===== config.mk =====
export PLATFORM = sky130hd
export DESIGN_NAME = snake_game_top
export DESIGN_NICKNAME = d
export VERILOG_FILES = /design/src/common/grid_pkg.sv /design/src/common/game_pkg.sv /design/src/common/snake_ifs.sv /design/src/input_decode.sv /design/src/control/game_control.sv /design/src/snake_body/snake_body.sv /design/src/fruit/fruit_placer.sv /design/src/snake_game_top.sv
export VERILOG_INCLUDE_DIRS = /design/src /design/src/common
export SDC_FILE = /design/constraint.sdc
export NUM_CORES = 1
export LEC_CHECK = 0
export CELL_PAD_IN_SITES_DETAIL_PLACEMENT = 1
export CELL_PAD_IN_SITES_GLOBAL_PLACEMENT = 1
export CORE_UTILIZATION = 30
export DETAILED_ROUTE_END_ITERATION = 10
export DONT_BUFFER_PORTS = 1
export PLACE_DENSITY_LB_ADDON = 0.25
export RECOVER_POWER = 50
export SLEW_MARGIN = 15
export SYNTH_ARGS = -nofsm -noshare
export SYNTH_HDL_FRONTEND = slang
export SYNTH_HIERARCHICAL = 1
export SYNTH_SLANG_ARGS = --single-unit
export TNS_END_PERCENT = 100

===== constraint.sdc =====
create_clock -name clock_25 -period 7.8 [get_ports clock_25]
set_input_delay 1.56 -clock clock_25 [delete_from_list [all_inputs] [get_ports clock_25]]
set_output_delay 1.56 -clock clock_25 [all_outputs]
set_load 0.1 [all_outputs]

===== src/common/snake_defines.svh =====
// Grid size, field widths, start positions and LFSR seeds of the snake game
`ifndef SNAKE_DEFINES_SVH
`define SNAKE_DEFINES_SVH

// Playing field in cells
`define GRID_WIDTH    124
`define GRID_HEIGHT   81

// Field widths
`define COORD_BITS    7           // Covers 0..127, enough for both axes
`define LENGTH_BITS   4
`define SCORE_BITS    8

// Segment storage derived from the length width
`define MAX_SEGMENTS  (1 << `LENGTH_BITS)
`define BODY_SLOTS    (`MAX_SEGMENTS - 1)   // Head is held apart from the body

// Start of every game
`define START_HEAD_X  8
`define START_HEAD_Y  40
`define START_LENGTH  6           // Head included
`define START_FRUIT_X 8
`define START_FRUIT_Y 42

// Fruit search seeds, must be non-zero
`define SEED_X        7'h1C
`define SEED_Y        7'h30

`endif


===== src/common/grid_pkg.sv =====
// Geometry types: grid coordinate, cell, snake length and score
`include "snake_defines.svh"

package grid_pkg;

    // One axis position on the grid
    typedef logic [`COORD_BITS-1:0] coord_t;

    // A grid cell, x in the upper half
    typedef struct packed {
        coord_t x;
        coord_t y;
    } cell_t;

    typedef logic [`LENGTH_BITS-1:0] length_t;  // Segments including the head

    typedef logic [`SCORE_BITS-1:0] score_t;    // Fruits eaten this game

endpackage


===== src/common/game_pkg.sv =====
// Game control types: FSM states, heading and turn command

package game_pkg;

    // Main game FSM
    typedef enum logic [2:0] {
        IDLE,           // Start values loaded, waiting for a button
        WAIT,           // Waiting for the next game tick
        MOVING,         // Next cell checked against walls and body
        MOVE_DONE,      // Move committed
        FRUIT_REQ,      // Fruit placer searching for a free cell
        FRUIT_RELEASE,  // Handshake return to zero
        GAME_OVER       // Final board held
    } game_state_t;

    // Clockwise order, so a turn is plus or minus one
    typedef enum logic [1:0] {
        UP,
        RIGHT,
        DOWN,
        LEFT
    } heading_t;

    typedef enum logic [1:0] {
        TURN_NONE,
        TURN_CW,
        TURN_CCW
    } turn_t;

endpackage


===== src/common/snake_ifs.sv =====
// Interfaces steer_if, move_if and fruit_if with their modports
`timescale 1ns/1ps

// Buttons and heading between decoder and controller
interface steer_if;
    import game_pkg::*;

    logic     press;    // One-cycle pulse on any button edge
    heading_t heading;  // Heading for the next move
    logic     restart;  // High in IDLE
    logic     commit;   // High in MOVE_DONE

    modport decode (output press, output heading, input restart, input commit);
    modport control (input press, output restart, output commit);
endinterface

// Move step between controller and snake body
interface move_if;
    import grid_pkg::*;

    cell_t   next_cell;  // Cell the head would enter
    logic    blocked;    // Next cell is a wall or body
    cell_t   head;
    length_t length;
    logic    commit;     // Shift body and move head
    logic    grow;       // Add one segment
    logic    restart;    // Load start snake

    modport control (input blocked, output commit, output grow, output restart);
    modport body (
        output next_cell,
        output blocked,
        output head,
        output length,
        input  commit,
        input  grow,
        input  restart
    );
    modport monitor (input head, input next_cell);
endinterface

// Fruit handshake plus the cell lookup into the body
interface fruit_if;
    import grid_pkg::*;

    logic  req;       // Four-phase request for a new fruit
    logic  ack;
    logic  eaten;     // Next cell holds the fruit
    logic  restart;   // Load start fruit and clear score
    cell_t probe;     // Candidate fruit cell
    logic  occupied;  // Probe lies on the snake

    modport control (output req, output restart, input ack, input eaten);
    modport placer (
        input  req,
        input  restart,
        input  occupied,
        output ack,
        output eaten,
        output probe
    );
    modport lookup (input probe, output occupied);
endinterface


===== src/input_decode.sv =====
// Button edge detectors, pending turn latch and heading register
`timescale 1ns/1ps

module input_decode (
    input  logic               clock_25,
    input  logic               reset,
    input  logic               right_p,
    input  logic               left_p,
    steer_if.decode            steer,
    output game_pkg::heading_t heading
);
    import game_pkg::*;

    logic [1:0] right_shift;   // Button history, bit 0 newest
    logic [1:0] left_shift;
    logic       right_edge;
    logic       left_edge;
    turn_t      turn_pending;  // Turn waiting for the next move
    heading_t   heading_reg;   // Heading of the last committed move
    heading_t   heading_next;  // Heading with the pending turn applied

    always_ff @(posedge clock_25 or negedge reset) begin
        if (!reset) begin
            right_shift <= 2'b00;
            left_shift  <= 2'b00;
        end else begin
            right_shift <= {right_shift[0], right_p};
            left_shift  <= {left_shift[0], left_p};
        end
    end

    assign right_edge  = right_shift[0] & ~right_shift[1];  // Rising edges only
    assign left_edge   = left_shift[0] & ~left_shift[1];
    assign steer.press = right_edge | left_edge;

    // Last press wins until the move uses it
    always_ff @(posedge clock_25 or negedge reset) begin
        if (!reset) begin
            turn_pending <= TURN_NONE;
        end else if (steer.restart) begin
            turn_pending <= TURN_NONE;       // Starting press never turns
        end else if (right_edge && left_edge) begin
            turn_pending <= TURN_NONE;       // Both at once keep the heading
        end else if (right_edge) begin
            turn_pending <= TURN_CW;
        end else if (left_edge) begin
            turn_pending <= TURN_CCW;
        end else if (steer.commit) begin
            turn_pending <= TURN_NONE;       // Consumed by this move
        end
    end

    always_comb begin
        case (turn_pending)
            TURN_CW:  heading_next = heading_t'(heading_reg + 2'd1);
            TURN_CCW: heading_next = heading_t'(heading_reg - 2'd1);
            default:  heading_next = heading_reg;
        endcase
    end

    always_ff @(posedge clock_25 or negedge reset) begin
        if (!reset) begin
            heading_reg <= RIGHT;
        end else if (steer.restart) begin
            heading_reg <= RIGHT;            // Every game starts to the right
        end else if (steer.commit) begin
            heading_reg <= heading_next;
        end
    end

    // Pending turn already shows, so the tick after a press uses it
    assign heading       = heading_next;
    assign steer.heading = heading_next;

endmodule


===== src/control/game_control.sv =====
// Game FSM sequencing tick moves, fruit handshake and game over
`timescale 1ns/1ps

module game_control (
    input  logic     clock_25,
    input  logic     reset,
    input  logic     game_tik,
    output logic     game_over,
    steer_if.control steer,
    move_if.control  move,
    fruit_if.control fruit
);
    import game_pkg::*;

    game_state_t state;
    game_state_t state_next;

    always_ff @(posedge clock_25 or negedge reset) begin
        if (!reset) begin
            state <= IDLE;
        end else begin
            state <= state_next;
        end
    end

    always_comb begin
        state_next = state;                   // Hold by default
        case (state)
            IDLE: begin
                if (steer.press) state_next = WAIT;
            end
            WAIT: begin
                if (game_tik) state_next = MOVING;  // Ticks count only here
            end
            MOVING: begin
                // Check comes before the move, head stays put on a hit
                if (move.blocked) begin
                    state_next = GAME_OVER;
                end else begin
                    state_next = MOVE_DONE;
                end
            end
            MOVE_DONE: begin
                if (fruit.eaten) begin
                    state_next = FRUIT_REQ;
                end else begin
                    state_next = WAIT;
                end
            end
            FRUIT_REQ: begin
                if (fruit.ack) state_next = FRUIT_RELEASE;
            end
            FRUIT_RELEASE: begin
                if (!fruit.ack) state_next = WAIT;  // Placer back to idle
            end
            GAME_OVER: begin
                if (steer.press) state_next = IDLE;  // Board kept until then
            end
            default: state_next = IDLE;
        endcase
    end

    // Moore outputs, grow is the one-cycle exception on ack
    assign steer.restart = (state == IDLE);
    assign steer.commit  = (state == MOVE_DONE);
    assign move.restart  = (state == IDLE);
    assign move.commit   = (state == MOVE_DONE);
    assign move.grow     = (state == FRUIT_REQ) && fruit.ack;
    assign fruit.restart = (state == IDLE);
    assign fruit.req     = (state == FRUIT_REQ);
    assign game_over     = (state == GAME_OVER);

endmodule


===== src/snake_body/snake_body.sv =====
// Head and body registers, next-cell step, wall and self collision, occupancy lookup
`timescale 1ns/1ps
`include "snake_defines.svh"

module snake_body (
    input  logic               clock_25,
    input  logic               reset,
    input  game_pkg::heading_t heading,
    move_if.body               move,
    fruit_if.lookup            lookup
);
    import game_pkg::*;
    import grid_pkg::*;

    cell_t   head;
    cell_t   body [`BODY_SLOTS];  // Slot 0 sits right behind the head
    length_t length;
    length_t seg_count;          // Body segments in use
    cell_t   step;               // Cell ahead along the heading
    logic    wall_hit;
    logic    body_hit;
    logic    probe_hit;

    always_comb begin
        step     = head;
        wall_hit = 1'b0;
        case (heading)
            UP: begin
                wall_hit = (head.y == '0);
                step.y   = head.y - 1'b1;
            end
            DOWN: begin
                wall_hit = (head.y == coord_t'(`GRID_HEIGHT - 1));
                step.y   = head.y + 1'b1;
            end
            LEFT: begin
                wall_hit = (head.x == '0);
                step.x   = head.x - 1'b1;
            end
            default: begin               // RIGHT
                wall_hit = (head.x == coord_t'(`GRID_WIDTH - 1));
                step.x   = head.x + 1'b1;
            end
        endcase
    end

    assign seg_count = length - 1'b1;

    always_comb begin
        body_hit = 1'b0;
        for (int i = 0; i < `BODY_SLOTS; i++) begin
            if ((length_t'(i) < seg_count) && (body[i] == step)) body_hit = 1'b1;
        end
    end

    // One slot past the tail counts too, after a commit it holds the
    // old tail that grow is about to claim
    always_comb begin
        probe_hit = (lookup.probe == head);
        for (int i = 0; i < `BODY_SLOTS; i++) begin
            if ((length_t'(i) < length) && (body[i] == lookup.probe)) probe_hit = 1'b1;
        end
    end

    always_ff @(posedge clock_25 or negedge reset) begin
        if (!reset) begin
            head.x <= coord_t'(`START_HEAD_X);
            head.y <= coord_t'(`START_HEAD_Y);
            length <= length_t'(`START_LENGTH);
        end else if (move.restart) begin
            head.x <= coord_t'(`START_HEAD_X);
            head.y <= coord_t'(`START_HEAD_Y);
            length <= length_t'(`START_LENGTH);
        end else begin
            if (move.commit) head <= step;
            if (move.grow && (length != '1)) length <= length + 1'b1;  // Saturates
        end
    end

    // Whole chain shifts, so the slot past the tail keeps the old tail
    always_ff @(posedge clock_25) begin
        if (move.restart) begin
            for (int i = 0; i < `BODY_SLOTS; i++) begin
                if (i < `START_LENGTH - 1) begin
                    body[i].x <= coord_t'(`START_HEAD_X - 1 - i);  // Trailing left
                    body[i].y <= coord_t'(`START_HEAD_Y);
                end else begin
                    body[i] <= '1;                                  // Off the grid
                end
            end
        end else if (move.commit) begin
            body[0] <= head;
            for (int i = 1; i < `BODY_SLOTS; i++) begin
                body[i] <= body[i-1];
            end
        end
    end

    assign move.head        = head;
    assign move.length      = length;
    assign move.next_cell   = step;
    assign move.blocked     = wall_hit | body_hit;
    assign lookup.occupied  = probe_hit;

endmodule


===== src/fruit/fruit_placer.sv =====
// Fruit register, eaten detection, LFSR search for a free cell and score counter
`timescale 1ns/1ps
`include "snake_defines.svh"

module fruit_placer (
    input  logic             clock_25,
    input  logic             reset,
    move_if.monitor          snake,
    fruit_if.placer          fruit,
    output grid_pkg::coord_t fruit_x,
    output grid_pkg::coord_t fruit_y,
    output grid_pkg::score_t score
);
    import grid_pkg::*;

    coord_t lfsr_x;      // x^7+x^6+1, period 127
    coord_t lfsr_y;
    cell_t  fruit_cell;
    score_t score_reg;
    logic   ack_reg;
    logic   in_grid;
    logic   probe_free;
    logic   accept;      // Probe becomes the new fruit

    // Free-running, so the search start depends on when the fruit was eaten
    always_ff @(posedge clock_25 or negedge reset) begin
        if (!reset) begin
            lfsr_x <= `SEED_X;
            lfsr_y <= `SEED_Y;
        end else begin
            lfsr_x <= {lfsr_x[5:0], lfsr_x[6] ^ lfsr_x[5]};
            lfsr_y <= {lfsr_y[5:0], lfsr_y[6] ^ lfsr_y[5]};
        end
    end

    assign fruit.probe = '{x: lfsr_x, y: lfsr_y};

    // LFSR range is 1..127, wider than the grid on both axes
    assign in_grid    = (lfsr_x < coord_t'(`GRID_WIDTH)) &&
                        (lfsr_y < coord_t'(`GRID_HEIGHT));
    assign probe_free = !fruit.occupied && (fruit.probe != snake.head);
    assign accept     = fruit.req && !ack_reg && in_grid && probe_free;

    always_ff @(posedge clock_25 or negedge reset) begin
        if (!reset) begin
            fruit_cell.x <= coord_t'(`START_FRUIT_X);
            fruit_cell.y <= coord_t'(`START_FRUIT_Y);
            score_reg    <= '0;
        end else if (fruit.restart) begin
            fruit_cell.x <= coord_t'(`START_FRUIT_X);
            fruit_cell.y <= coord_t'(`START_FRUIT_Y);
            score_reg    <= '0;
        end else if (accept) begin
            fruit_cell <= fruit.probe;
            score_reg  <= score_reg + 1'b1;  // One point per fruit
        end
    end

    // Ack rises with the stored fruit, falls once req has dropped
    always_ff @(posedge clock_25 or negedge reset) begin
        if (!reset) begin
            ack_reg <= 1'b0;
        end else if (accept) begin
            ack_reg <= 1'b1;
        end else if (!fruit.req) begin
            ack_reg <= 1'b0;
        end
    end

    assign fruit.ack   = ack_reg;
    assign fruit.eaten = (snake.next_cell == fruit_cell);  // Looked at before the move
    assign fruit_x     = fruit_cell.x;
    assign fruit_y     = fruit_cell.y;
    assign score       = score_reg;

endmodule


===== src/snake_game_top.sv =====
// Snake game engine top: decoder, controller, body and fruit placer
`timescale 1ns/1ps

module snake_game_top (
    input  logic              clock_25,
    input  logic              reset,
    input  logic              game_tik,
    input  logic              right_p,
    input  logic              left_p,
    output grid_pkg::coord_t  head_x,
    output grid_pkg::coord_t  head_y,
    output grid_pkg::coord_t  fruit_x,
    output grid_pkg::coord_t  fruit_y,
    output grid_pkg::length_t snake_length,
    output grid_pkg::score_t  score,
    output logic              game_over
);
    import game_pkg::*;

    heading_t heading;         // Decoder straight to the body

    steer_if steer_bus ();
    move_if  move_bus ();
    fruit_if fruit_bus ();

    input_decode u_decode (
        .clock_25 (clock_25),
        .reset    (reset),
        .right_p  (right_p),
        .left_p   (left_p),
        .steer    (steer_bus.decode),
        .heading  (heading)
    );

    game_control u_control (
        .clock_25  (clock_25),
        .reset     (reset),
        .game_tik  (game_tik),
        .game_over (game_over),
        .steer     (steer_bus.control),
        .move      (move_bus.control),
        .fruit     (fruit_bus.control)
    );

    snake_body u_body (
        .clock_25 (clock_25),
        .reset    (reset),
        .heading  (heading),
        .move     (move_bus.body),
        .lookup   (fruit_bus.lookup)
    );

    fruit_placer u_fruit (
        .clock_25 (clock_25),
        .reset    (reset),
        .snake    (move_bus.monitor),
        .fruit    (fruit_bus.placer),
        .fruit_x  (fruit_x),
        .fruit_y  (fruit_y),
        .score    (score)
    );

    // Head and length taken from the body side of the move bus
    assign head_x       = move_bus.head.x;
    assign head_y       = move_bus.head.y;
    assign snake_length = move_bus.length;

endmodule


==> results of run 1 <==
[layout by cell type, fill, tap and decap left out, drive strengths merged, types with 6 or more instances in the layout]
| cell | instances |
|---|---|
| o31ai | 16 |
| nor4 | 57 |
| nor2 | 72 |
| edfxtp | 210 |
| nor2b | 11 |
| clkbuf | 64 |
| ha | 14 |
| dfrtp | 51 |
| and3 | 9 |
| xor2 | 235 |
| xnor2 | 240 |
| o21ai | 39 |
| o211ai | 8 |
| clkinv | 11 |
| a21o | 8 |
| nand4 | 56 |
| nand2 | 35 |
| nand2b | 37 |
| a31oi | 14 |
| nor3 | 43 |
| inv | 35 |
| dfstp | 15 |
| a21oi | 38 |
| a211oi | 9 |
| or2 | 160 |
| and2 | 49 |
| buf | 39 |
| or3 | 12 |
| o311ai | 6 |
| nand3 | 37 |
| mux2i | 19 |
| o2111ai | 8 |
| xnor3 | 12 |
| o22ai | 6 |
| or4 | 15 |
[metrics by stage]
step	hold slack, ns	setup WS, ns	cells
after floorplan	0.3546	1.777	1782
after global placement	0.3662	1.844	2549
after detailed placement	0.3709	1.672	2549
after CTS	0.3859	1.657	2615
after global routing	0.3966	1.224	2615
final	0.3816	1.629	2615
[cell type report]
cell class	instances	share of cell area (%)
well taps	837	5.051
repair buffers	52	1.647
clock buffers	51	5.123
multi-input cells	1350	48.43
inverters	34	0.6517
clock inverters	15	0.5612
flip-flops and latches	276	38.54
[how the worst max path moves through the flow]
stage	endpoint	slack, ns	cells after the start
2_1_floorplan	u_body/move.head[1]$_DFFE_PN0P_	1.78	7
3_3_place_gp	u_control/state[2]$_DFFE_PN0P_	1.84	18
3_5_place_dp	u_control/state[2]$_DFFE_PN0P_	1.67	17
4_1_cts	u_control/state[2]$_DFFE_PN0P_	1.66	18
5_1_grt	u_control/state[2]$_DFFE_PN0P_	1.22	18
6_report	u_control/state[2]$_DFFE_PN0P_	1.63	17
[layer usage]
| layer | track usage [%] | share of wire, % |
|---|---|---|
| met5 | 0 | 0.022 |
| met4 | 8.310 | 3.5 |
| met3 | 4.038 | 6.8 |
| met2 | 38.59 | 46 |
| met1 | 32.32 | 44 |
[report_power, final]
| part | internal (mW) | switching (mW) |
|---|---|---|
| combinational | 1.84 | 3.83 |
| clock | 0.989 | 0.696 |
| sequential | 2.14 | 0.609 |
==> impl_metrics.toml, run 1 <==
[synth]
ys_warn_count = 6
syn_area_per_cell_um2 = 10.46
syn-num-nets = 1802
netlist_area_um2 = 18640
syn_inst = 1782

[clock_tree]
cts_buffer_depth = 3
cts_tree = "done"
clock_latency_ns = 0.57
hold_buffers = 0
path_clk_slew_ns = 0.06
clockRootBuffer = "clkbuf_16"
postCtsSetupRepairBufs = 0
cts_resized = 0
cts_sinks = 276
cts_made_buffers = 37
htreeDepth = 2

[outcome]
status = "finished with violations"
violations = "max-capacitance violations, max-slew violations"

[setup_path]
r2r_slack_ns = 1.63
end_kind = "flip-flop"
rr_endpoint = "u_control/state[2]$_DFFE_PN0P_"
cp_slowest_cell = "fa_1"
crit_type = "flip-flop to flip-flop"
startpoint = "u_decode/turn_pending[1]$_DFFE_PN0P_"
cp-start-kind = "flip-flop"
r2r_cells = 17
path_cells = "ha_1 -> xnor2_2 -> buf_4 -> nand2b_1 -> inv_1 -> fa_1 -> nor2b_1 -> nor2_1 -> xor2_1 -> a2111oi_0 -> o2111ai_1 -> or4_1 -> o22a_1 -> o221ai_1 -> or4b_1 -> mux2i_1 -> o31ai_1"
cp.arrival_ns = 6.64
path_buf_inv = 2
cp.required_ns = 8.27
critPathTopFamily = "simple AND/OR/NAND/NOR gates"
timing.rr.start = "u_decode/turn_pending[1]$_DFFE_PN0P_"
slowest_delay_ns = 1.05
cp_max_fo = 32

[cells_and_area]
fillers = 6820
area_delta_synth_final_pct = 11.25
drive_gt1_share_pct = 17.27
seq_area_um2 = 7990
layout.nets = 1771
multi_input_area_um2 = 10040
postLayoutCoreUtil_pct = 33.66
final_area_um2 = 20730
diodes = 0
largest_register_ff_count = 210

[place]
place_area_um2 = 19610
place_congestion = 0.9456
dpl.hpwl_um = 53530
io_buffers = 0

[die]
start_util_pct = 30.26
core_area_um2 = 61600
die_area_um2 = 63120
fp-row-count = 91
num_io_pins = 46
fp.dieH_um = 251.2
die_w_um = 251.2

[global_routing]
first_global_vias = 14750
overflow = 0
antenna_found_initial = 1
grt_pass1_wl_um = 108900
grt_max_degree = 137
grt_util_all_layers_pct = 23.95

[power_and_ir_drop]
ir_worst_vdd_v = 0.0003148
p_total_mw = 10.11
p_leak_nw = 6.282
power.density_nw_per_um2 = 487.4

[run]
maxCapViolations = 6

[sta]
rsz0062_at_grt = "false"
finalCritPeriodShare_pct = 79.12
fin_worst_skew_ns = 0.01586
setup_tns_ns = 0
final.min_clock_period_ns = 6.171
hold_viol_final = 0
clock.fmax_ghz = 0.1620
final_max_slew_viol_count = 319
slew_headroom_pct = -182.0
worst_pin_slew_ns = 4.230
setup_viol = 0

[route]
wire_per_inst_um = 29.04
vias_per_cell = 5.500
firstDrtPassIters = 5
routed_wl_um = 75950
vias = 14380
drt_first_iter_violations = 1414
route.detailed.drc = 0
ant_nets = 0

[min_path]
hold_start = "u_decode/right_shift[0]$_DFF_PN0_"
holdPathEnd = "u_decode/right_shift[1]$_DFF_PN0_"
hp-class = "flip-flop to flip-flop"
min_path_cells = 0
Power figures use the tool's default switching activity.
==> run 2, diff against run 1 <==
--- a/config.mk
+++ b/config.mk
@@ -6,6 +6,7 @@
 export SDC_FILE = /design/constraint.sdc
 export NUM_CORES = 1
 export LEC_CHECK = 0
+export ABC_AREA = 1
 export CELL_PAD_IN_SITES_DETAIL_PLACEMENT = 1
 export CELL_PAD_IN_SITES_GLOBAL_PLACEMENT = 1
 export CORE_UTILIZATION = 30
==> constraint.sdc (replaced) <==
create_clock -name clock_25 -period 5.4 [get_ports clock_25]
set_input_delay 1.08 -clock clock_25 [delete_from_list [all_inputs] [get_ports clock_25]]
set_output_delay 1.08 -clock clock_25 [all_outputs]
set_load 0.1 [all_outputs]
==> run 2 against run 1 <==
Net effect: the flow still finishes with violations (max-capacitance violations, max-slew violations); register-to-register slack worse by 1.4 ns; final cell count up 24%; utilization grew 0.41 points; first-iteration DRC count increased by 2.8%; sequential share of layout area is essentially flat; sequential power is 29% higher; wire length is 14% higher; hold slack worse by 0.19 ns; clock power rose by 57%; largest power group unchanged; global-route usage is 3.7 points higher.
==> impl_metrics.toml, run 2 <==
[outcome]
status = "finished with violations"
violations = "max-capacitance violations, max-slew violations"

[sta]
final.min_clock_period_ns = 5.158
slew_headroom_pct = -40.05
final_max_slew_viol_count = 356
fin_worst_skew_ns = 0.03580
holdWs_ns = 0.1897
setup_viol = 0
worst_pin_slew_ns = 2.101
setup_tns_ns = 0
clock.fmax_ghz = 0.1939
rsz0062_at_grt = "false"
hold_viol_final = 0
finalCritPeriodShare_pct = 95.51

[global_routing]
grt_util_all_layers_pct = 27.63
grt_pass1_wl_um = 126100
overflow = 0
grt_max_degree = 115
antenna_found_initial = 3
first_global_vias = 17770

[die]
num_io_pins = 46
die_w_um = 250.5
fp-row-count = 90
die_area_um2 = 62770
core_area_um2 = 60700
fp.dieH_um = 250.5
start_util_pct = 30.53

[route]
route.detailed.drc = 0
firstDrtPassIters = 5
drt_first_iter_violations = 1454
wire_per_inst_um = 26.69
vias = 17350
vias_per_cell = 5.355
ant_nets = 0
routed_wl_um = 86490

[setup_path]
path_cells = "clkbuf_1 -> inv_1 -> ha_1 -> inv_1 -> o2111ai_1 -> nor4_1 -> nand2_1 -> nand2_1 -> o21ai_0 -> nand4_1 -> nor2_1 -> nand4_1 -> nor2_2 -> buf_4 -> nand4_1 -> nand2_1"
end_kind = "flip-flop"
slowest_delay_ns = 1.10
cp.required_ns = 5.85
cp.arrival_ns = 5.60
cp-start-kind = "flip-flop"
critPathTopFamily = "simple AND/OR/NAND/NOR gates"
cp_max_fo = 18
path_buf_inv = 4
cp_slowest_cell = "clkbuf_1"
crit_type = "flip-flop to flip-flop"

[clock_tree]
path_clk_slew_ns = 0.07
clock_latency_ns = 0.60
cts_tree = "done"
htreeDepth = 2
cts_made_buffers = 38
postCtsSetupRepairBufs = 0
clockRootBuffer = "clkbuf_16"
cts_buffer_depth = 3
cts_sinks = 276

[cells_and_area]
final_common_cell = "nand2_1"
drive_gt1_share_pct = 8.299
mostFrequentLayoutCells = "nand2_1 (746), inv_1 (320), nor2_1 (240), edfxtp_1 (210), nand3_1 (146)"
largest_register_ff_count = 210
layout.nets = 2449
final_area_um2 = 20680
diodes = 0
area_delta_synth_final_pct = 11.58

[synth]
syn_inst = 2414
ys_warn_count = 6
syn_area_per_cell_um2 = 7.677
netlist_area_um2 = 18530
syn-num-nets = 2434

[run]
maxCapViolations = 26

[min_path]
hp-class = "input port to async pin"

[power_and_ir_drop]
power.density_nw_per_um2 = 722.2
p_total_mw = 14.93
p_leak_nw = 9.165
ir_worst_vdd_v = 0.0004671

[place]
dpl.hpwl_um = 62330
place_congestion = 0.9648
io_buffers = 0
place_area_um2 = 19530
==> run 2: worst paths after layout <==
kind / start / to / slack, ns / cells past startpoint
setup / recovery: u_body/move.length[1]$_DFFE_PN1P_ / u_fruit/fruit_x[4]$_DFFE_PN0P_ / 0.24 / 16
hold / removal: reset / u_body/move.length[3]$_DFFE_PN0P_ / 0.19 / 0
setup reg to reg: u_body/move.length[1]$_DFFE_PN1P_ / u_fruit/fruit_x[4]$_DFFE_PN0P_ / 0.24 / 16
hold reg to reg: u_decode/left_shift[0]$_DFF_PN0_ / u_decode/left_shift[1]$_DFF_PN0_ / 0.38 / 0
max in group asynchronous: reset / u_fruit/lfsr_y[4]$_DFF_PN1_ / 4.99 / 0
min in group clock_25: u_decode/left_shift[0]$_DFF_PN0_ / u_decode/left_shift[1]$_DFF_PN0_ / 0.38 / 0
==> run 2: per-layer routing <==
metal | global-route usage, % | wire length (um) | vias to the layer above
met2 | 44.96 | 39580 | 669
met5 | 0 | 0 | -
met3 | 3.793 | 5659 | 177
li1 | - | - | 7784
met4 | 12.02 | 4051 | 0
met1 | 36.53 | 37190 | 8719
==> run 2: final cells by class <==
| type | count | area (um^2) |
|---|---|---|
| well taps | 782 | 978.4 |
| clock buffers | 49 | 1013 |
| flip-flops and latches | 276 | 7976 |
| inverters | 331 | 1251 |
| multi-input cells | 1709 | 8750 |
| fillers | 7388 | 40020 |
| clock inverters | 20 | 240.2 |
| repair buffers | 73 | 469.2 |
==> run 2: power by group <==
group / switching (mW) / internal (mW)
logic: 6.68 / 2.06
clock network: 1.08 / 1.57
registers: 0.509 / 3.03
==> run 2: timing repair <==
item,4_1_cts,5_1_grt
hold buffers,0,0
hold endpoints to repair,0,0
gates resized for setup,0,2
endpoints found under the setup margin,0,2
==> run 2: through the flow <==
stage	utilization [%]	setup slack, ns	instances
2_1_floorplan	-	1.053	2414
3_3_place_gp	32.18	0.4951	3171
3_5_place_dp	32.18	0.4283	3171
4_1_cts	34.24	0.3599	3240
5_1_grt	34.07	0.1042	3240
6_report	34.07	0.2423	3240
==> run 3, diff against run 2 <==
--- a/config.mk
+++ b/config.mk
@@ -9,9 +9,11 @@
 export ABC_AREA = 1
 export CELL_PAD_IN_SITES_DETAIL_PLACEMENT = 1
 export CELL_PAD_IN_SITES_GLOBAL_PLACEMENT = 1
-export CORE_UTILIZATION = 30
+export CORE_ASPECT_RATIO = 1.5
+export CORE_UTILIZATION = 44
 export DETAILED_ROUTE_END_ITERATION = 10
 export DONT_BUFFER_PORTS = 1
+export GPL_TIMING_DRIVEN = 0
 export PLACE_DENSITY_LB_ADDON = 0.25
 export RECOVER_POWER = 50
 export SLEW_MARGIN = 15
==> run 3 against run 2 <==
Net effect: non-clock buffer count is 29 higher; register-to-register slack lost 0.15 ns; highest routed layer unchanged; first-iteration DRC count increased by 0.69%; the flow still finishes with violations (max-capacitance violations, max-slew violations); final cell count decreased by 6.4%; wire length rose by 6.0%; die area fell by 32%; global-route usage increased by 15 points.
==> impl_metrics.toml, run 3 (synthesized netlist as in run 2, its figures left out) <==
[setup_path]
r2r_cells = 17
end_kind = "flip-flop"
cp_max_fo = 10
cp-start-kind = "flip-flop"
cp_slowest_cell = "clkbuf_1"
slowest_delay_ns = 0.70
cpMostUsedCell = "nand2_1"
critPathTopFamily = "simple AND/OR/NAND/NOR gates"
path_buf_inv = 3
cp.arrival_ns = 5.84
crit_type = "flip-flop to flip-flop"
path_cells = "clkbuf_1 -> clkinvlp_4 -> nand2_1 -> o2111ai_2 -> nor3_1 -> nand3_1 -> o31ai_1 -> nand2_1 -> nor3b_1 -> nand4_1 -> nor2_1 -> nand4_1 -> nor2_2 -> nand2_4 -> buf_8 -> nand3_1 -> nand2_1"
path_depth = 17
timing.rr.start = "u_fruit/lfsr_y[5]$_DFF_PN1_"
cp.required_ns = 5.93
rr_endpoint = "u_fruit/fruit_x[0]$_DFFE_PN0P_"
r2r_slack_ns = 0.09

[cells_and_area]
fillers = 5173
final_cells = 3033
mostFrequentLayoutCells = "nand2_1 (746), inv_1 (322), nor2_1 (241), edfxtp_1 (210), nand3_1 (145)"
postLayoutCoreUtil_pct = 49.19
diodes = 0
final_common_cell = "nand2_1"
layout.nets = 2471
drive_gt1_share_pct = 7.475
seq_area_um2 = 7980
largest_register_ff_count = 210
multi_input_area_um2 = 8767
area_delta_synth_final_pct = 9.701

[global_routing]
grt_max_degree = 95
overflow = 0
grt_pass1_wl_um = 128000
first_global_vias = 18700
antenna_found_initial = 0
grt_util_all_layers_pct = 43.10

[clock_tree]
cts_tree = "done"
cts_buffer_depth = 3
hold_buffers = 0
cts_sinks = 276
cts_made_buffers = 31
postCtsSetupRepairBufs = 0
clockRootBuffer = "clkbuf_16"
clock_latency_ns = 0.61
htreeDepth = 1
path_clk_slew_ns = 0.07

[min_path]
hp-class = "input port to async pin"

[place]
dp.cells = 2974
dpl.hpwl_um = 70510
place_congestion = 1.050
io_buffers = 0

[die]
start_util_pct = 44.84
fp-row-count = 91
die_area_um2 = 42960
num_io_pins = 46
fp.dieH_um = 253.4
core_area_um2 = 41330
die_w_um = 169.6

[sta]
clock.fmax_ghz = 0.1882
final_max_slew_viol_count = 56
fin_worst_skew_ns = 0.02541
holdWs_ns = 0.1688
setup_viol = 0
finalCritPeriodShare_pct = 98.37
slew_headroom_pct = -24.43
worst_pin_slew_ns = 1.860
hold_viol_final = 0
final.min_clock_period_ns = 5.312
rsz0062_at_grt = "false"

[outcome]
status = "finished with violations"
violations = "max-capacitance violations, max-slew violations"

[power_and_ir_drop]
seqPwrFrac_pct = 25.3
clkPwrFrac_pct = 14.7
p_sw_share_pct = 56.14
power.density_nw_per_um2 = 737.3
p_int_mw = 6.575
p_leak_nw = 9.091
ir_worst_vdd_v = 0.0004711
pwr-share-comb_pct = 59.9
p_switching_mw = 8.415

[route]
ant_nets = 0
vias = 18000
wire_per_inst_um = 30.21
route.detailed.drc = 0
routed_wl_um = 91640
drt_first_iter_violations = 1464
vias_per_cell = 5.934
firstDrtPassIters = 6

[run]
maxCapViolations = 2
## run 3: stage by stage
| step | setup slack [ns] | power [mW] | TNS (ns) | cell area, um^2 |
|---|---|---|---|---|
| after floorplan | 1.053 | 9.102 | 0 | 18530 |
| after global placement | -0.9050 | 12.19 | -191.55 | 19230 |
| after detailed placement | -0.01561 | 12.48 | -0.01561 | 19300 |
| after CTS | 0.1247 | 14.76 | 0 | 20310 |
| after global routing | 0.04384 | 15.63 | 0 | 20330 |
| final | 0.08779 | 14.99 | 0 | 20330 |
## run 3: area by class of cell
cell class	instances	area share (%)
sequential	276	39.25
clock buffer	48	4.376
multi-input combinational	1709	43.12
timing repair buffer	4	0.3077
tap	558	3.434
inverter	331	6.130
buffer	98	2.788
clock inverter	9	0.5908
## run 3: power groups by stage
stage / clock network [mW] / registers [mW] / logic [mW]
floorplan: 0 / 3.75 / 5.35
global placement: 0 / 3.87 / 8.32
detailed placement: 0 / 3.82 / 8.66
CTS: 2.23 / 3.79 / 8.74
global route: 2.29 / 3.82 / 9.52
finish: 2.21 / 3.80 / 8.98
## run 3: worst max-delay path by stage
stage / from / endpoint / slack, ns
after detailed placement: u_body/move.head[1]$_DFFE_PN0P_ / u_control/state[0]$_DFFE_PN0P_ / -0.02
final: u_fruit/lfsr_y[5]$_DFF_PN1_ / u_fruit/fruit_x[0]$_DFFE_PN0P_ / 0.09
after global routing: u_decode/turn_pending[0]$_DFFE_PN0P_ / u_control/state[0]$_DFFE_PN0P_ / 0.04
after global placement: u_control/state[0]$_DFFE_PN0P_ / u_body/move.head[11]$_DFFE_PN0P_ / -0.91
after CTS: u_decode/turn_pending[0]$_DFFE_PN0P_ / u_control/state[0]$_DFFE_PN0P_ / 0.12
after floorplan: u_control/state[0]$_DFFE_PN0P_ / u_body/body[0][0]$_SDFFCE_PN0P_ / 1.05
## run 3: layer usage
layer  track usage [%]  part of all wire, %
met5                 0                    0
met4             44.63                   12
met3             6.533                  6.1
met2             73.59                   48
met1             43.62                   34
## run 3: repair_timing
item,CTS,global route
cloned,0,0
resized for setup,1,7
hold endpoints to repair,0,0
setup endpoints to repair,2,11
